[config.mk]
export PLATFORM = sky130hd
export DESIGN_NAME = lsu_top
export DESIGN_NICKNAME = d
export VERILOG_FILES = /design/src/lsu_pkg.sv /design/src/lsu_issue_fsm.sv /design/src/lsu_or_tracker.sv /design/src/lsu_load_return.sv /design/src/lsu_reg_busy.sv /design/src/lsu_top.sv
export SDC_FILE = /design/constraint.sdc
export NUM_CORES = 1
export LEC_CHECK = 0
export BUFFER_PORTS_ARGS = -buffer_cell sky130_fd_sc_hd__buf_4
export CAP_MARGIN = 20
export CORE_UTILIZATION = 45
export DETAILED_ROUTE_END_ITERATION = 7
export GPL_ROUTABILITY_DRIVEN = 0
export MAX_ROUTING_LAYER = met4
export PLACE_DENSITY = 0.77
export SYNTH_ARGS = -nofsm -noshare
export SYNTH_HDL_FRONTEND = slang
export SYNTH_HIERARCHICAL = 1
export SYNTH_SLANG_ARGS = --single-unit
export TNS_END_PERCENT = 50
[constraint.sdc]
create_clock -name aclk -period 17 [get_ports aclk]
set_clock_uncertainty 0.2 [all_clocks]
set_input_delay 0.85 -clock aclk [delete_from_list [all_inputs] [get_ports aclk]]
set_output_delay 0.85 -clock aclk [all_outputs]
set_load 0.005 [all_outputs]
[src/lsu_pkg.sv]
/* Load/store unit shared definitions */

package lsu_pkg;

    ////////////////////////////////////////
    // Widths and limits
    ////////////////////////////////////////

    localparam int XLEN       = 32;
    localparam int STRB_W     = XLEN / 8;
    localparam int NB_INT_REG = 32;
    localparam int REG_ADDR_W = 5;
    // Outstanding requests allowed in each direction
    localparam int MAX_OR     = 4;
    localparam int OR_CNT_W   = $clog2(MAX_OR + 1);
    // Index width of the load context FIFO
    localparam int CTX_AW     = $clog2(MAX_OR);

    typedef logic [XLEN-1:0]       xlen_t;
    typedef logic [STRB_W-1:0]     strb_t;
    typedef logic [REG_ADDR_W-1:0] reg_addr_t;
    typedef logic [OR_CNT_W-1:0]   or_cnt_t;

    // RV32 major opcodes handled here
    typedef enum logic [6:0] {
        OP_LOAD  = 7'b0000011,
        OP_STORE = 7'b0100011
    } lsu_op_t;

    // funct3 access sizes
    typedef enum logic [2:0] {
        SIZE_B  = 3'b000,
        SIZE_H  = 3'b001,
        SIZE_W  = 3'b010,
        SIZE_BU = 3'b100,
        SIZE_HU = 3'b101
    } lsu_size_t;

    typedef enum logic [1:0] {
        ST_IDLE  = 2'd0,
        ST_WAIT  = 2'd1,
        ST_SERVE = 2'd2
    } lsu_state_t;

    ////////////////////////////////////////
    // Alignment helpers
    ////////////////////////////////////////

    // Copy the stored value onto every lane it may land on
    function automatic xlen_t store_data(lsu_size_t size, xlen_t rs2);
        case (size)
            SIZE_B, SIZE_BU: return {STRB_W{rs2[7:0]}};
            SIZE_H, SIZE_HU: return {(STRB_W/2){rs2[15:0]}};
            default:         return rs2;
        endcase
    endfunction

    // Byte enables placed at the address offset
    function automatic strb_t store_strb(lsu_size_t size, logic [1:0] offset);
        case (size)
            SIZE_B, SIZE_BU: return strb_t'(4'b0001) << offset;
            SIZE_H, SIZE_HU: return strb_t'(4'b0011) << offset;
            default:         return {STRB_W{1'b1}};
        endcase
    endfunction

    // Shift the addressed lane down, then sign or zero extend
    function automatic xlen_t load_data(lsu_size_t size, xlen_t data, logic [1:0] offset);
        xlen_t lane;
        lane = data >> {offset, 3'b000};
        case (size)
            SIZE_B:  return {{(XLEN-8){lane[7]}}, lane[7:0]};
            SIZE_BU: return {{(XLEN-8){1'b0}}, lane[7:0]};
            SIZE_H:  return {{(XLEN-16){lane[15]}}, lane[15:0]};
            SIZE_HU: return {{(XLEN-16){1'b0}}, lane[15:0]};
            default: return lane;
        endcase
    endfunction

    function automatic logic is_misaligned(lsu_size_t size, logic [1:0] offset);
        case (size)
            SIZE_H, SIZE_HU: return offset[0];
            SIZE_W:          return offset != 2'b00;
            default:         return 1'b0;
        endcase
    endfunction

endpackage

[src/lsu_issue_fsm.sv]
/* Load/store issue FSM */

`timescale 1ns/1ps

module lsu_issue_fsm (
    input  logic                aclk,
    input  logic                aresetn,
    // Instruction side
    input  logic                instr_valid,
    output logic                instr_ready,
    input  lsu_pkg::lsu_op_t    instr_opcode,
    input  lsu_pkg::lsu_size_t  instr_size,
    input  lsu_pkg::reg_addr_t  instr_rd,
    input  lsu_pkg::xlen_t      instr_rs1_val,
    input  lsu_pkg::xlen_t      instr_rs2_val,
    input  logic [11:0]         instr_imm12,
    output logic                load_misaligned,
    output logic                store_misaligned,
    // AXI4-lite request channels
    output logic                awvalid,
    input  logic                awready,
    output lsu_pkg::xlen_t      awaddr,
    output logic                wvalid,
    input  logic                wready,
    output lsu_pkg::xlen_t      wdata,
    output lsu_pkg::strb_t      wstrb,
    output logic                arvalid,
    input  logic                arready,
    output lsu_pkg::xlen_t      araddr,
    // Tracker and load context
    input  logic                wr_waiting,
    input  logic                rd_waiting,
    input  logic                wr_at_max,
    input  logic                ctx_full,
    output logic                wr_issue,
    output logic                rd_issue,
    output logic [1:0]          ctx_offset
);

    import lsu_pkg::*;

    lsu_state_t state;
    xlen_t      eff_addr;
    logic       armed;
    logic       load_r;
    logic       stall;
    logic       accept;
    logic       is_load;
    logic       is_store;
    logic       misaligned;

    ////////////////////////////////////////
    // Address and decode
    ////////////////////////////////////////

    // rs1 plus sign extended immediate
    assign eff_addr   = instr_rs1_val + {{(XLEN-12){instr_imm12[11]}}, instr_imm12};
    assign ctx_offset = eff_addr[1:0];

    assign is_load    = (instr_opcode == OP_LOAD);
    assign is_store   = (instr_opcode == OP_STORE);
    assign misaligned = is_misaligned(instr_size, eff_addr[1:0]);

    // A raised channel still waiting for its ready
    assign stall = (awvalid & ~awready) | (wvalid & ~wready) | (arvalid & ~arready);

    // No room for another read context or write completion
    assign instr_ready = armed & (state == ST_IDLE) & ~stall & ~ctx_full & ~wr_at_max;
    assign accept      = instr_valid & instr_ready;

    // Exceptions flag in the acceptance cycle, nothing goes out
    assign load_misaligned  = accept & is_load & misaligned;
    assign store_misaligned = accept & is_store & misaligned;

    assign wr_issue = accept & is_store & ~misaligned;
    assign rd_issue = accept & is_load & ~misaligned;

    ////////////////////////////////////////
    // Control
    ////////////////////////////////////////

    always_ff @(posedge aclk or negedge aresetn) begin
        if (!aresetn) begin
            state   <= ST_IDLE;
            armed   <= 1'b0;
            load_r  <= 1'b0;
            awvalid <= 1'b0;
            wvalid  <= 1'b0;
            arvalid <= 1'b0;
        end else begin
            armed <= 1'b1;
            // Release each channel once the slave took it
            if (awready) begin
                awvalid <= 1'b0;
            end
            if (wready) begin
                wvalid <= 1'b0;
            end
            if (arready) begin
                arvalid <= 1'b0;
            end

            case (state)
                ST_IDLE: begin
                    if (stall) begin
                        // Hold the payload until every channel handshakes
                        state <= ST_SERVE;
                    end else if (wr_issue) begin
                        load_r <= 1'b0;
                        // Reads in flight must complete before a write
                        if (rd_waiting) begin
                            state <= ST_WAIT;
                        end else begin
                            awvalid <= 1'b1;
                            wvalid  <= 1'b1;
                        end
                    end else if (rd_issue) begin
                        load_r <= 1'b1;
                        if (wr_waiting) begin
                            state <= ST_WAIT;
                        end else begin
                            arvalid <= 1'b1;
                        end
                    end
                end

                // Direction change, wait for the other side to drain
                ST_WAIT: begin
                    if (load_r && !wr_waiting) begin
                        arvalid <= 1'b1;
                        state   <= ST_SERVE;
                    end else if (!load_r && !rd_waiting) begin
                        awvalid <= 1'b1;
                        wvalid  <= 1'b1;
                        state   <= ST_SERVE;
                    end
                end

                default: begin
                    if (!stall) begin
                        state <= ST_IDLE;
                    end
                end
            endcase
        end
    end

    // Request payload, loaded only when a new request is taken
    always_ff @(posedge aclk) begin
        if (wr_issue) begin
            awaddr <= eff_addr;
            wdata  <= store_data(instr_size, instr_rs2_val);
            wstrb  <= store_strb(instr_size, eff_addr[1:0]);
        end
        if (rd_issue) begin
            araddr <= eff_addr;
        end
    end

endmodule

[src/lsu_or_tracker.sv]
/* Outstanding request tracker */

`timescale 1ns/1ps

module lsu_or_tracker (
    input  logic aclk,
    input  logic aresetn,
    input  logic wr_issue,
    input  logic rd_issue,
    input  logic bvalid,
    input  logic rd_done,
    output logic wr_waiting,
    output logic rd_waiting,
    output logic wr_at_max,
    output logic pending_read,
    output logic pending_write
);

    import lsu_pkg::*;

    or_cnt_t wr_cnt;
    or_cnt_t rd_cnt;

    // Issue and completion together leave a counter as is
    always_ff @(posedge aclk or negedge aresetn) begin
        if (!aresetn) begin
            wr_cnt <= '0;
            rd_cnt <= '0;
        end else begin
            if (wr_issue && !bvalid) begin
                wr_cnt <= wr_cnt + 1'b1;
            end else if (!wr_issue && bvalid && wr_cnt != '0) begin
                wr_cnt <= wr_cnt - 1'b1;
            end
            if (rd_issue && !rd_done) begin
                rd_cnt <= rd_cnt + 1'b1;
            end else if (!rd_issue && rd_done && rd_cnt != '0) begin
                rd_cnt <= rd_cnt - 1'b1;
            end
        end
    end

    // Last completion arriving now already frees the direction
    assign wr_waiting = (wr_cnt != '0) & ~((wr_cnt == or_cnt_t'(1)) & bvalid);
    assign rd_waiting = (rd_cnt != '0) & ~((rd_cnt == or_cnt_t'(1)) & rd_done);

    assign wr_at_max = (wr_cnt == or_cnt_t'(MAX_OR));

    assign pending_read  = rd_waiting;
    assign pending_write = wr_waiting;

endmodule

[src/lsu_load_return.sv]
/* Load completion path */

`timescale 1ns/1ps

module lsu_load_return (
    input  logic               aclk,
    input  logic               aresetn,
    // Context push from the issue side
    input  logic               rd_issue,
    input  lsu_pkg::reg_addr_t instr_rd,
    input  lsu_pkg::lsu_size_t instr_size,
    input  logic [1:0]         ctx_offset,
    output logic               ctx_full,
    // Read data channel
    input  logic               rvalid,
    input  lsu_pkg::xlen_t     rdata,
    // Register write
    output logic               rd_done,
    output logic               rd_wr,
    output lsu_pkg::reg_addr_t rd_addr,
    output lsu_pkg::xlen_t     rd_val,
    output lsu_pkg::strb_t     rd_strb
);

    import lsu_pkg::*;

    // Pointers carry one extra wrap bit
    logic [CTX_AW:0]   wr_ptr;
    logic [CTX_AW:0]   rd_ptr;
    logic [CTX_AW-1:0] head;

    reg_addr_t  ctx_rd   [MAX_OR];
    lsu_size_t  ctx_size [MAX_OR];
    logic [1:0] ctx_off  [MAX_OR];

    ////////////////////////////////////////
    // Context FIFO
    ////////////////////////////////////////

    always_ff @(posedge aclk or negedge aresetn) begin
        if (!aresetn) begin
            wr_ptr <= '0;
            rd_ptr <= '0;
        end else begin
            if (rd_issue) begin
                wr_ptr <= wr_ptr + 1'b1;
            end
            // Responses come back in request order
            if (rvalid) begin
                rd_ptr <= rd_ptr + 1'b1;
            end
        end
    end

    always_ff @(posedge aclk) begin
        if (rd_issue) begin
            ctx_rd[wr_ptr[CTX_AW-1:0]]   <= instr_rd;
            ctx_size[wr_ptr[CTX_AW-1:0]] <= instr_size;
            ctx_off[wr_ptr[CTX_AW-1:0]]  <= ctx_offset;
        end
    end

    // Same slot, other lap
    assign ctx_full = (wr_ptr[CTX_AW] != rd_ptr[CTX_AW]) &&
                      (wr_ptr[CTX_AW-1:0] == rd_ptr[CTX_AW-1:0]);

    assign head = rd_ptr[CTX_AW-1:0];

    ////////////////////////////////////////
    // Register write
    ////////////////////////////////////////

    // rready is tied high, every rvalid completes a load
    assign rd_done = rvalid;
    assign rd_wr   = rvalid;
    assign rd_addr = ctx_rd[head];
    assign rd_val  = load_data(ctx_size[head], rdata, ctx_off[head]);
    // Extension fills the whole register
    assign rd_strb = {STRB_W{1'b1}};

endmodule

[src/lsu_reg_busy.sv]
/* Register busy counter */

`timescale 1ns/1ps

module lsu_reg_busy (
    input  logic               aclk,
    input  logic               aresetn,
    input  lsu_pkg::reg_addr_t reg_index,
    input  logic               rd_issue,
    input  lsu_pkg::reg_addr_t instr_rd,
    input  logic               rd_wr,
    input  lsu_pkg::reg_addr_t rd_addr,
    output logic               busy
);

    import lsu_pkg::*;

    or_cnt_t cnt;
    logic    inc;
    logic    dec;

    // Loads issued to and returned into this register
    assign inc = rd_issue & (instr_rd == reg_index);
    assign dec = rd_wr & (rd_addr == reg_index);

    always_ff @(posedge aclk or negedge aresetn) begin
        if (!aresetn) begin
            cnt <= '0;
        end else if (inc && !dec) begin
            cnt <= cnt + 1'b1;
        end else if (dec && !inc && cnt != '0) begin
            cnt <= cnt - 1'b1;
        end
    end

    assign busy = (cnt != '0);

endmodule

[src/lsu_top.sv]
/* RV32 load/store unit */

`timescale 1ns/1ps

module lsu_top (
    input  logic                                aclk,
    input  logic                                aresetn,
    // Instruction side
    input  logic                                instr_valid,
    output logic                                instr_ready,
    input  lsu_pkg::lsu_op_t                    instr_opcode,
    input  lsu_pkg::lsu_size_t                  instr_size,
    input  lsu_pkg::reg_addr_t                  instr_rd,
    input  lsu_pkg::xlen_t                      instr_rs1_val,
    input  lsu_pkg::xlen_t                      instr_rs2_val,
    input  logic [11:0]                         instr_imm12,
    // Exceptions and status
    output logic                                load_misaligned,
    output logic                                store_misaligned,
    output logic                                pending_read,
    output logic                                pending_write,
    output logic [lsu_pkg::NB_INT_REG-1:0]      reg_busy,
    // Register write
    output logic                                rd_wr,
    output lsu_pkg::reg_addr_t                  rd_addr,
    output lsu_pkg::xlen_t                      rd_val,
    output lsu_pkg::strb_t                      rd_strb,
    // AXI4-lite master
    output logic                                awvalid,
    input  logic                                awready,
    output lsu_pkg::xlen_t                      awaddr,
    output logic                                wvalid,
    input  logic                                wready,
    output lsu_pkg::xlen_t                      wdata,
    output lsu_pkg::strb_t                      wstrb,
    input  logic                                bvalid,
    output logic                                bready,
    input  logic [1:0]                          bresp,
    output logic                                arvalid,
    input  logic                                arready,
    output lsu_pkg::xlen_t                      araddr,
    input  logic                                rvalid,
    output logic                                rready,
    input  lsu_pkg::xlen_t                      rdata,
    input  logic [1:0]                          rresp
);

    import lsu_pkg::*;

    logic       wr_issue;
    logic       rd_issue;
    logic       wr_waiting;
    logic       rd_waiting;
    logic       wr_at_max;
    logic       ctx_full;
    logic       rd_done;
    logic [1:0] ctx_offset;

    // Completions always taken, response codes carry no action here
    assign bready = 1'b1;
    assign rready = 1'b1;

    lsu_issue_fsm u_issue_fsm (.*);

    lsu_or_tracker u_or_tracker (.*);

    lsu_load_return u_load_return (.*);

    ////////////////////////////////////////
    // Per register busy status
    ////////////////////////////////////////

    // x0 never waits on a load
    assign reg_busy[0] = 1'b0;

    for (genvar i = 1; i < NB_INT_REG; i++) begin : g_reg_busy
        lsu_reg_busy u_reg_busy (
            .aclk      (aclk),
            .aresetn   (aresetn),
            .reg_index (reg_addr_t'(i)),
            .rd_issue  (rd_issue),
            .instr_rd  (instr_rd),
            .rd_wr     (rd_wr),
            .rd_addr   (rd_addr),
            .busy      (reg_busy[i])
        );
    end

endmodule

# After elaboration in Yosys (flattened, before gate mapping)
# Memory sizes are Yosys's and may differ from the RTL's.
# Index checks and enable logic that the tools add are counted.
# op_classes
addsub	69
eq_ne	82
n_shift	3
n_mux	104
bitwise	91
n_reduce_logical	246
# op_table
operator	count
3-bit 2-to-1 mux	66
5-bit == test (second input constant)	32
32-bit one-hot mux with 4 select lines	1
3-bit by 1-bit adder with 3-bit output (second input constant)	35
1-bit logical AND	102
3-bit nonzero test	33
3-bit by 1-bit subtractor with 3-bit output (second input constant)	33
1-bit bitwise AND	80
5-bit by 4-bit == test with 1-bit output (second input constant)	16
2-bit nonzero test	35
1-bit zero test	69
32-bit one-hot mux with 2 select lines	1
5-bit by 3-bit == test with 1-bit output (second input constant)	8
32-bit adder	1
32-bit by 5-bit >> shifter with 32-bit output	1
1-bit 2-to-1 mux	22
5-bit by 2-bit == test with 1-bit output (second input constant)	4
2-bit 2-to-1 mux	8
3-bit == test (second input constant)	5
3-bit by 1-bit == test with 1-bit output (second input constant)	4
5-bit by 1-bit == test with 1-bit output (second input constant)	2
1-bit NOT	9
4-bit by 1-bit inequality test with 1-bit output (second input constant)	2
1-bit one-hot mux with 2 select lines	4
19 further kinds	22
# totals
reg_bits	212
ramBits	40
input_bits	135
output_inout_bits	184
memories	3
# memory_table
name	depth	word_bits	rd	rd_clocked_by_memory_dff	write_ports	line_no	text
u_load_return.ctx_rd	4	5	1	0	1	lsu_load_return.sv:32	reg_addr_t ctx_rd [MAX_OR];
u_load_return.ctx_size	4	3	1	0	1	lsu_load_return.sv:33	lsu_size_t ctx_size [MAX_OR];
u_load_return.ctx_off	4	2	1	0	1	lsu_load_return.sv:34	logic [1:0] ctx_off [MAX_OR];

# Depth between registers and ports, before layout
# depth
word_depth	17
mapped_depth	15
mapped_depth_nobuf	15

# By module
# Netlist, hierarchy kept.
# modules_own_cells
module	n_inst	cells_per_inst	area_each_um2	seq_area_each_um2
lsu_reg_busy	31	29	301.5	75.1
lsu_issue_fsm	1	442	5589.1	3178.0
lsu_load_return	1	193	2506.2	1351.3
lsu_or_tracker	1	65	574.3	150.1
lsu_top	1	5	30.0	0.0

# Least setup slack after synthesis
# No wires, ideal clock.
# synth_path
path_kind	in2reg
from	in instr_rs1_val[0]
to	reg u_or_tracker.wr_cnt[1]
arrival_ps	6016
required_time_ps	16680
path_slack_ps	10664
cell_stages	10
path_buffers	0
path_cell_list	ha_1 inv_1 fa_1 a2111oi_0 a31oi_1 nand2_1 nor2_1 inv_1 a21o_1 a31o_2
# synth_via
elab_chain_cells	9
# synth_rtl
element	line_no	text
start, declared	lsu_top.sv:14	input lsu_pkg::xlen_t instr_rs1_val,
32-bit adder *	lsu_issue_fsm.sv:57	assign eff_addr = instr_rs1_val + {{(XLEN-12){instr_imm12[11]}}, instr_imm12};
2-bit nonzero test	lsu_pkg.sv:83	SIZE_W: return offset != 2'b00;
1-bit one-hot mux with 2 select lines *	lsu_pkg.sv:81	case (size)
1-bit NOT *	lsu_issue_fsm.sv:75	assign wr_issue = accept & is_store & ~misaligned;
1-bit bitwise AND *	lsu_issue_fsm.sv:75	
via wr_issue	lsu_top.sv:50	logic wr_issue;
1-bit zero test	lsu_or_tracker.sv:32	end else if (!wr_issue && bvalid && wr_cnt != '0) begin
1-bit logical AND (2 in a row)	lsu_or_tracker.sv:32	
2-bit nonzero test (no line)	-	
end signal, assigned	lsu_or_tracker.sv:31	wr_cnt <= wr_cnt + 1'b1;
end signal, assigned	lsu_or_tracker.sv:33	wr_cnt <= wr_cnt - 1'b1;
end, declared	lsu_or_tracker.sv:21	or_cnt_t wr_cnt;
# Mark *: on every way through the listed nets, which the timed path passes. The rest lies on a longest branch.
# A chain may end at the register's enable or synchronous reset.

# Worst setup path after layout
# layout_path
from	in instr_rs1_val[0]
to	reg g_reg_busy[8].u_reg_busy.cnt[2]
# layout_via
elab_chain_cells	10
# layout_rtl
element	line_no	text
32-bit adder *	lsu_issue_fsm.sv:57	
2-bit nonzero test	lsu_pkg.sv:83	
1-bit one-hot mux with 2 select lines *	lsu_pkg.sv:81	
1-bit NOT *	lsu_issue_fsm.sv:76	assign rd_issue = accept & is_load & ~misaligned;
1-bit bitwise AND *	lsu_issue_fsm.sv:76	
via rd_issue	lsu_top.sv:51	logic rd_issue;
1-bit bitwise AND *	lsu_reg_busy.sv:23	assign inc = rd_issue & (instr_rd == reg_index);
1-bit zero test	lsu_reg_busy.sv:31	end else if (dec && !inc && cnt != '0) begin
1-bit logical AND (2 in a row)	lsu_reg_busy.sv:31	
2-bit nonzero test (no line)	-	
end signal, assigned	lsu_reg_busy.sv:30	cnt <= cnt + 1'b1;
end signal, assigned	lsu_reg_busy.sv:32	cnt <= cnt - 1'b1;
end, declared	lsu_reg_busy.sv:18	or_cnt_t cnt;
# Marked as above.

==> impl_metrics.csv <==
group,metric,value,unit
detailed_routing,wl_per_cell,16.74,um
layout,area_delta_synth_final,27.25,%
setup_path,startpoint_type,"input port",
setup_path,rrSetupSlack,12.29,ns
detailed_routing,ant_nets,0,
layout,multi_input_area,11870,sq um
timing,period_share,0.2937,
synth,synth_area_leaders,"edfxtp_1 23%, dfrtp_1 16%, xnor2_1 12%",
layout,layout.nets,2437,
cts,cts_sinks,252,
synth,yosys_warnings,6,
placed_design,post-place-ws,11.39,ns
layout,n_fill_cell,3301,
cts,cts_buffer_depth,3,
floorplanning,ios,319,
cts,cts_tree,"yes",
layout,register_area,7007,sq um
setup_path,cp_max_fo,79,
timing,rsz0062_at_grt,"no",
timing,worst_pin_slew,1.111,ns
pwr,leakagePower,10.21,nW
floorplanning,die_w,202.3,um
synth,syn_area,18050,sq um
floorplanning,start_util,0.4616,
synth,avgSynthCellArea,11.25,sq um
timing,max_freq,0.2003,GHz
global_route,overflow,0,
setup_path,crit_path_end_kind,"register",
detailed_routing,first_pass_iters,5,
detailed_routing,wl,46350,um
synth,netlist_instances,1604,
floorplanning,core_area,39100,sq um
detailed_routing,vias,13920,
floorplanning,die_area,40910,sq um
synth,ys_async_sr_fraction,0.4444,
synth,yosysTopAreaCell,"edfxtp_1",
timing,setup_viol,0,
timing,hold_violations,0,
status,status,"finished clean",
cts,ctsResizeCount,0,
global_route,grt_max_degree,80,
layout,drive_above_1_share,0.2277,
placed_design,place_inst,2713,
floorplanning,die_h,202.3,um
setup_path,path_class,"in -> reg",
placed_design,io_buffers,307,
placed_design,hpwl,32110,um
detailed_routing,via_per_inst,5.027,
detailed_routing,drt-initial-drc-count,635,
detailed_routing,drc_errors,0,
setup_path,critical_path_arrival,5.29,ns
timing,maxSlewViolCount,0,
cts,post-cts-setup-buffers,0,
timing,min_period,4.994,ns
hold_path,hold_path.class,"in -> async",
pwr,p_per_area,99.45,nW/um^2
timing,relSlewSlack,0.2596,
cts,cts_buffers,29,
global_route,globalRouteTotalUtil,0.2301,
synth,ys_types,85,
layout,layout.cells.non_filler,2768,
layout,design_area,22970,sq um
global_route,grt_first_pass_wirelength,72790,um
synth,ys_seq_area_frac,0.3882,
global_route,grt_pass1_vias,14360,
cts,worstSkewPairLatency,0.58,ns
flow_run,max-cap-violations,0,
setup_path,cp.required,17.30,ns
global_route,antenna_found_initial,1,
synth,synth_top_area_frac,0.2329,
cts,htreeDepth,1,
placed_design,dpl_cell_area,21990,sq um
timing,finalSetupTns,0,ns
synth,ys_seq_elements,252,
synth,yosys_most_used_dff,"edfxtp_1",
floorplanning,rows,72,
synth,synth-edff-count,140,
pwr,ir_worst_vdd,0.00008462,V
cts,path_clk_slew,0.06,ns
cts,cts-root-buf,"clkbuf_16",
timing,layout_setup_ws,12.01,ns
cts,cts_hold_buffers,0,
## final timing paths
kind                            cells past startpoint                               end                             from
worst min-delay path                                1   g_reg_busy[5].u_reg_busy/cnt[0]                          aresetn
worst max-delay path                               15   g_reg_busy[8].u_reg_busy/cnt[2]                 instr_rs1_val[0]
worst min register to register                      1   g_reg_busy[2].u_reg_busy/cnt[2]  g_reg_busy[2].u_reg_busy/cnt[2]
min in group aclk                                   1   g_reg_busy[2].u_reg_busy/cnt[2]  g_reg_busy[2].u_reg_busy/cnt[2]
worst max register to register                     14   g_reg_busy[8].u_reg_busy/cnt[2]          u_load_return/rd_ptr[0]
max in group asynchronous                           2  g_reg_busy[28].u_reg_busy/cnt[2]                          aresetn
## cells in the mapped netlist (all sizes together) (9+ instances only)
| library cell | count |
|---|---|
| xnor2 | 239 |
| xor2 | 166 |
| edfxtp | 140 |
| dfrtp | 112 |
| nand2 | 83 |
| mux2 | 79 |
| o21ai | 74 |
| nor2 | 72 |
| and2 | 69 |
| ha | 44 |
| a21oi | 39 |
| nand4 | 34 |
| o31ai | 34 |
| or3 | 33 |
| fa | 32 |
| nor4 | 32 |
| o2111ai | 32 |
| mux2i | 31 |
| or3b | 31 |
| buf | 29 |
| inv | 27 |
| a211oi | 22 |
| nor3 | 16 |
| a21o | 13 |
| nor2b | 13 |
| mux4 | 10 |
| nand2b | 9 |
## state kept, by name (all words and copies together) (netlist names)
signal,flops
u_load_return/rd_ptr,3
u_load_return/wr_ptr,3
u_issue_fsm/wvalid,1
u_or_tracker/rd_cnt,3
u_issue_fsm/armed,1
u_issue_fsm/wdata,32
u_issue_fsm/arvalid,1
u_load_return/ctx_off,8
u_issue_fsm/araddr,32
u_issue_fsm/awvalid,1
u_issue_fsm/wstrb,4
u_issue_fsm/state,2
u_or_tracker/wr_cnt,3
u_issue_fsm/load_r,1
g_reg_busy.u_reg_busy/cnt,93
u_issue_fsm/awaddr,32
u_load_return/ctx_rd,20
u_load_return/ctx_size,12
## where the power goes
group	internal [mW]	switching, mW	leakage, nW
Clock	0.374	0.268	0.465
Sequential	0.677	0.0355	2.79
Combinational	0.426	0.503	6.96
Total	1.48	0.807	10.2
## area by class of cell
cell class	instances	share of cell area
tap	518	0.02822
antenna	1	0.0001090
clock buffer	32	0.03209
inverter	27	0.004413
clock inverter	22	0.01008
sequential	252	0.3051
multi-input combinational	1601	0.5170
timing repair buffer	315	0.1030
## per-layer routing
metal / vias up / part of all wire / wire length [um] / GRT usage
met4: 0 / 0.021 / 992 / 0.05827
li1: 6739 / - / - / -
met3: 70 / 0.057 / 2626 / 0.04692
met5: - / 0 / 0 / -
met2: 339 / 0.52 / 23880 / 0.4108
met1: 6768 / 0.41 / 18850 / 0.2610
## critical path, stage by stage
cell       delay (ns)
buf_4            0.08
ha_1             0.24
inv_1            0.08
fa_1             0.56
a2111oi_0        0.13
a31oi_1          0.42
nand2_1          0.33
nor2_4           0.16
buf_4            0.83
and2_1           0.27
and2_4           0.17
o21ai_0          0.10
fa_1             0.41
o31ai_1          0.40
xor2_1           0.20
## through the flow
step / power (mW) / hold WS, ns / util
after floorplan: 1.355 / 0.2336 / -
after global placement: 1.621 / 0.2481 / 0.5626
after detailed placement: 1.655 / 0.2493 / 0.5626
after CTS: 2.303 / 0.1096 / 0.5873
after global routing: 2.415 / 0.1477 / 0.5874
final: 2.284 / 0.08825 / 0.5874
## cells by family (layout without fill, tap and decap cells)
logic type,Yosys count,in the layout,share of synthesized area
muxes,120,120,0.09207
buffers and inverters,65,396,0.01997
other,4,319,0.0008317
xor gates and xnor gates,405,405,0.1965
adders and majority gates,76,76,0.06600
and+or+nand+nor,422,422,0.1348
AOI/OAI and AO/OA,260,260,0.1016
DFF,252,252,0.3882
## cell usage in the layout, fill, tap and decap left out, drive strengths merged, types with 5 or more instances in the layout
| cell type | Yosys | final |
|---|---|---|
| clkinv | 0 | 13 |
| mux4 | 10 | 10 |
| o211ai | 5 | 5 |
| mux2 | 79 | 79 |
| nor2 | 72 | 72 |
| edfxtp | 140 | 140 |
| dfrtp | 112 | 112 |
| a21o | 13 | 13 |
| fa | 32 | 32 |
| nand2b | 9 | 9 |
| clkbuf | 8 | 32 |
| ha | 44 | 44 |
| nor3 | 16 | 16 |
| xnor2 | 239 | 239 |
| o31ai | 34 | 34 |
| inv | 27 | 28 |
| o2111ai | 32 | 32 |
| nand2 | 83 | 83 |
| nand4 | 34 | 34 |
| a21oi | 39 | 39 |
| o21ai | 74 | 74 |
| conb | 4 | 318 |
| a211oi | 22 | 22 |
| and2 | 69 | 69 |
| buf | 29 | 315 |
| or3b | 31 | 31 |
| nor2b | 13 | 13 |
| xor2 | 166 | 166 |
| or3 | 33 | 33 |
| mux2i | 31 | 31 |
| nor4 | 32 | 32 |
| o21a | 8 | 8 |
| nand3 | 8 | 8 |
Note: power is estimated with default switching activity, not from simulation.
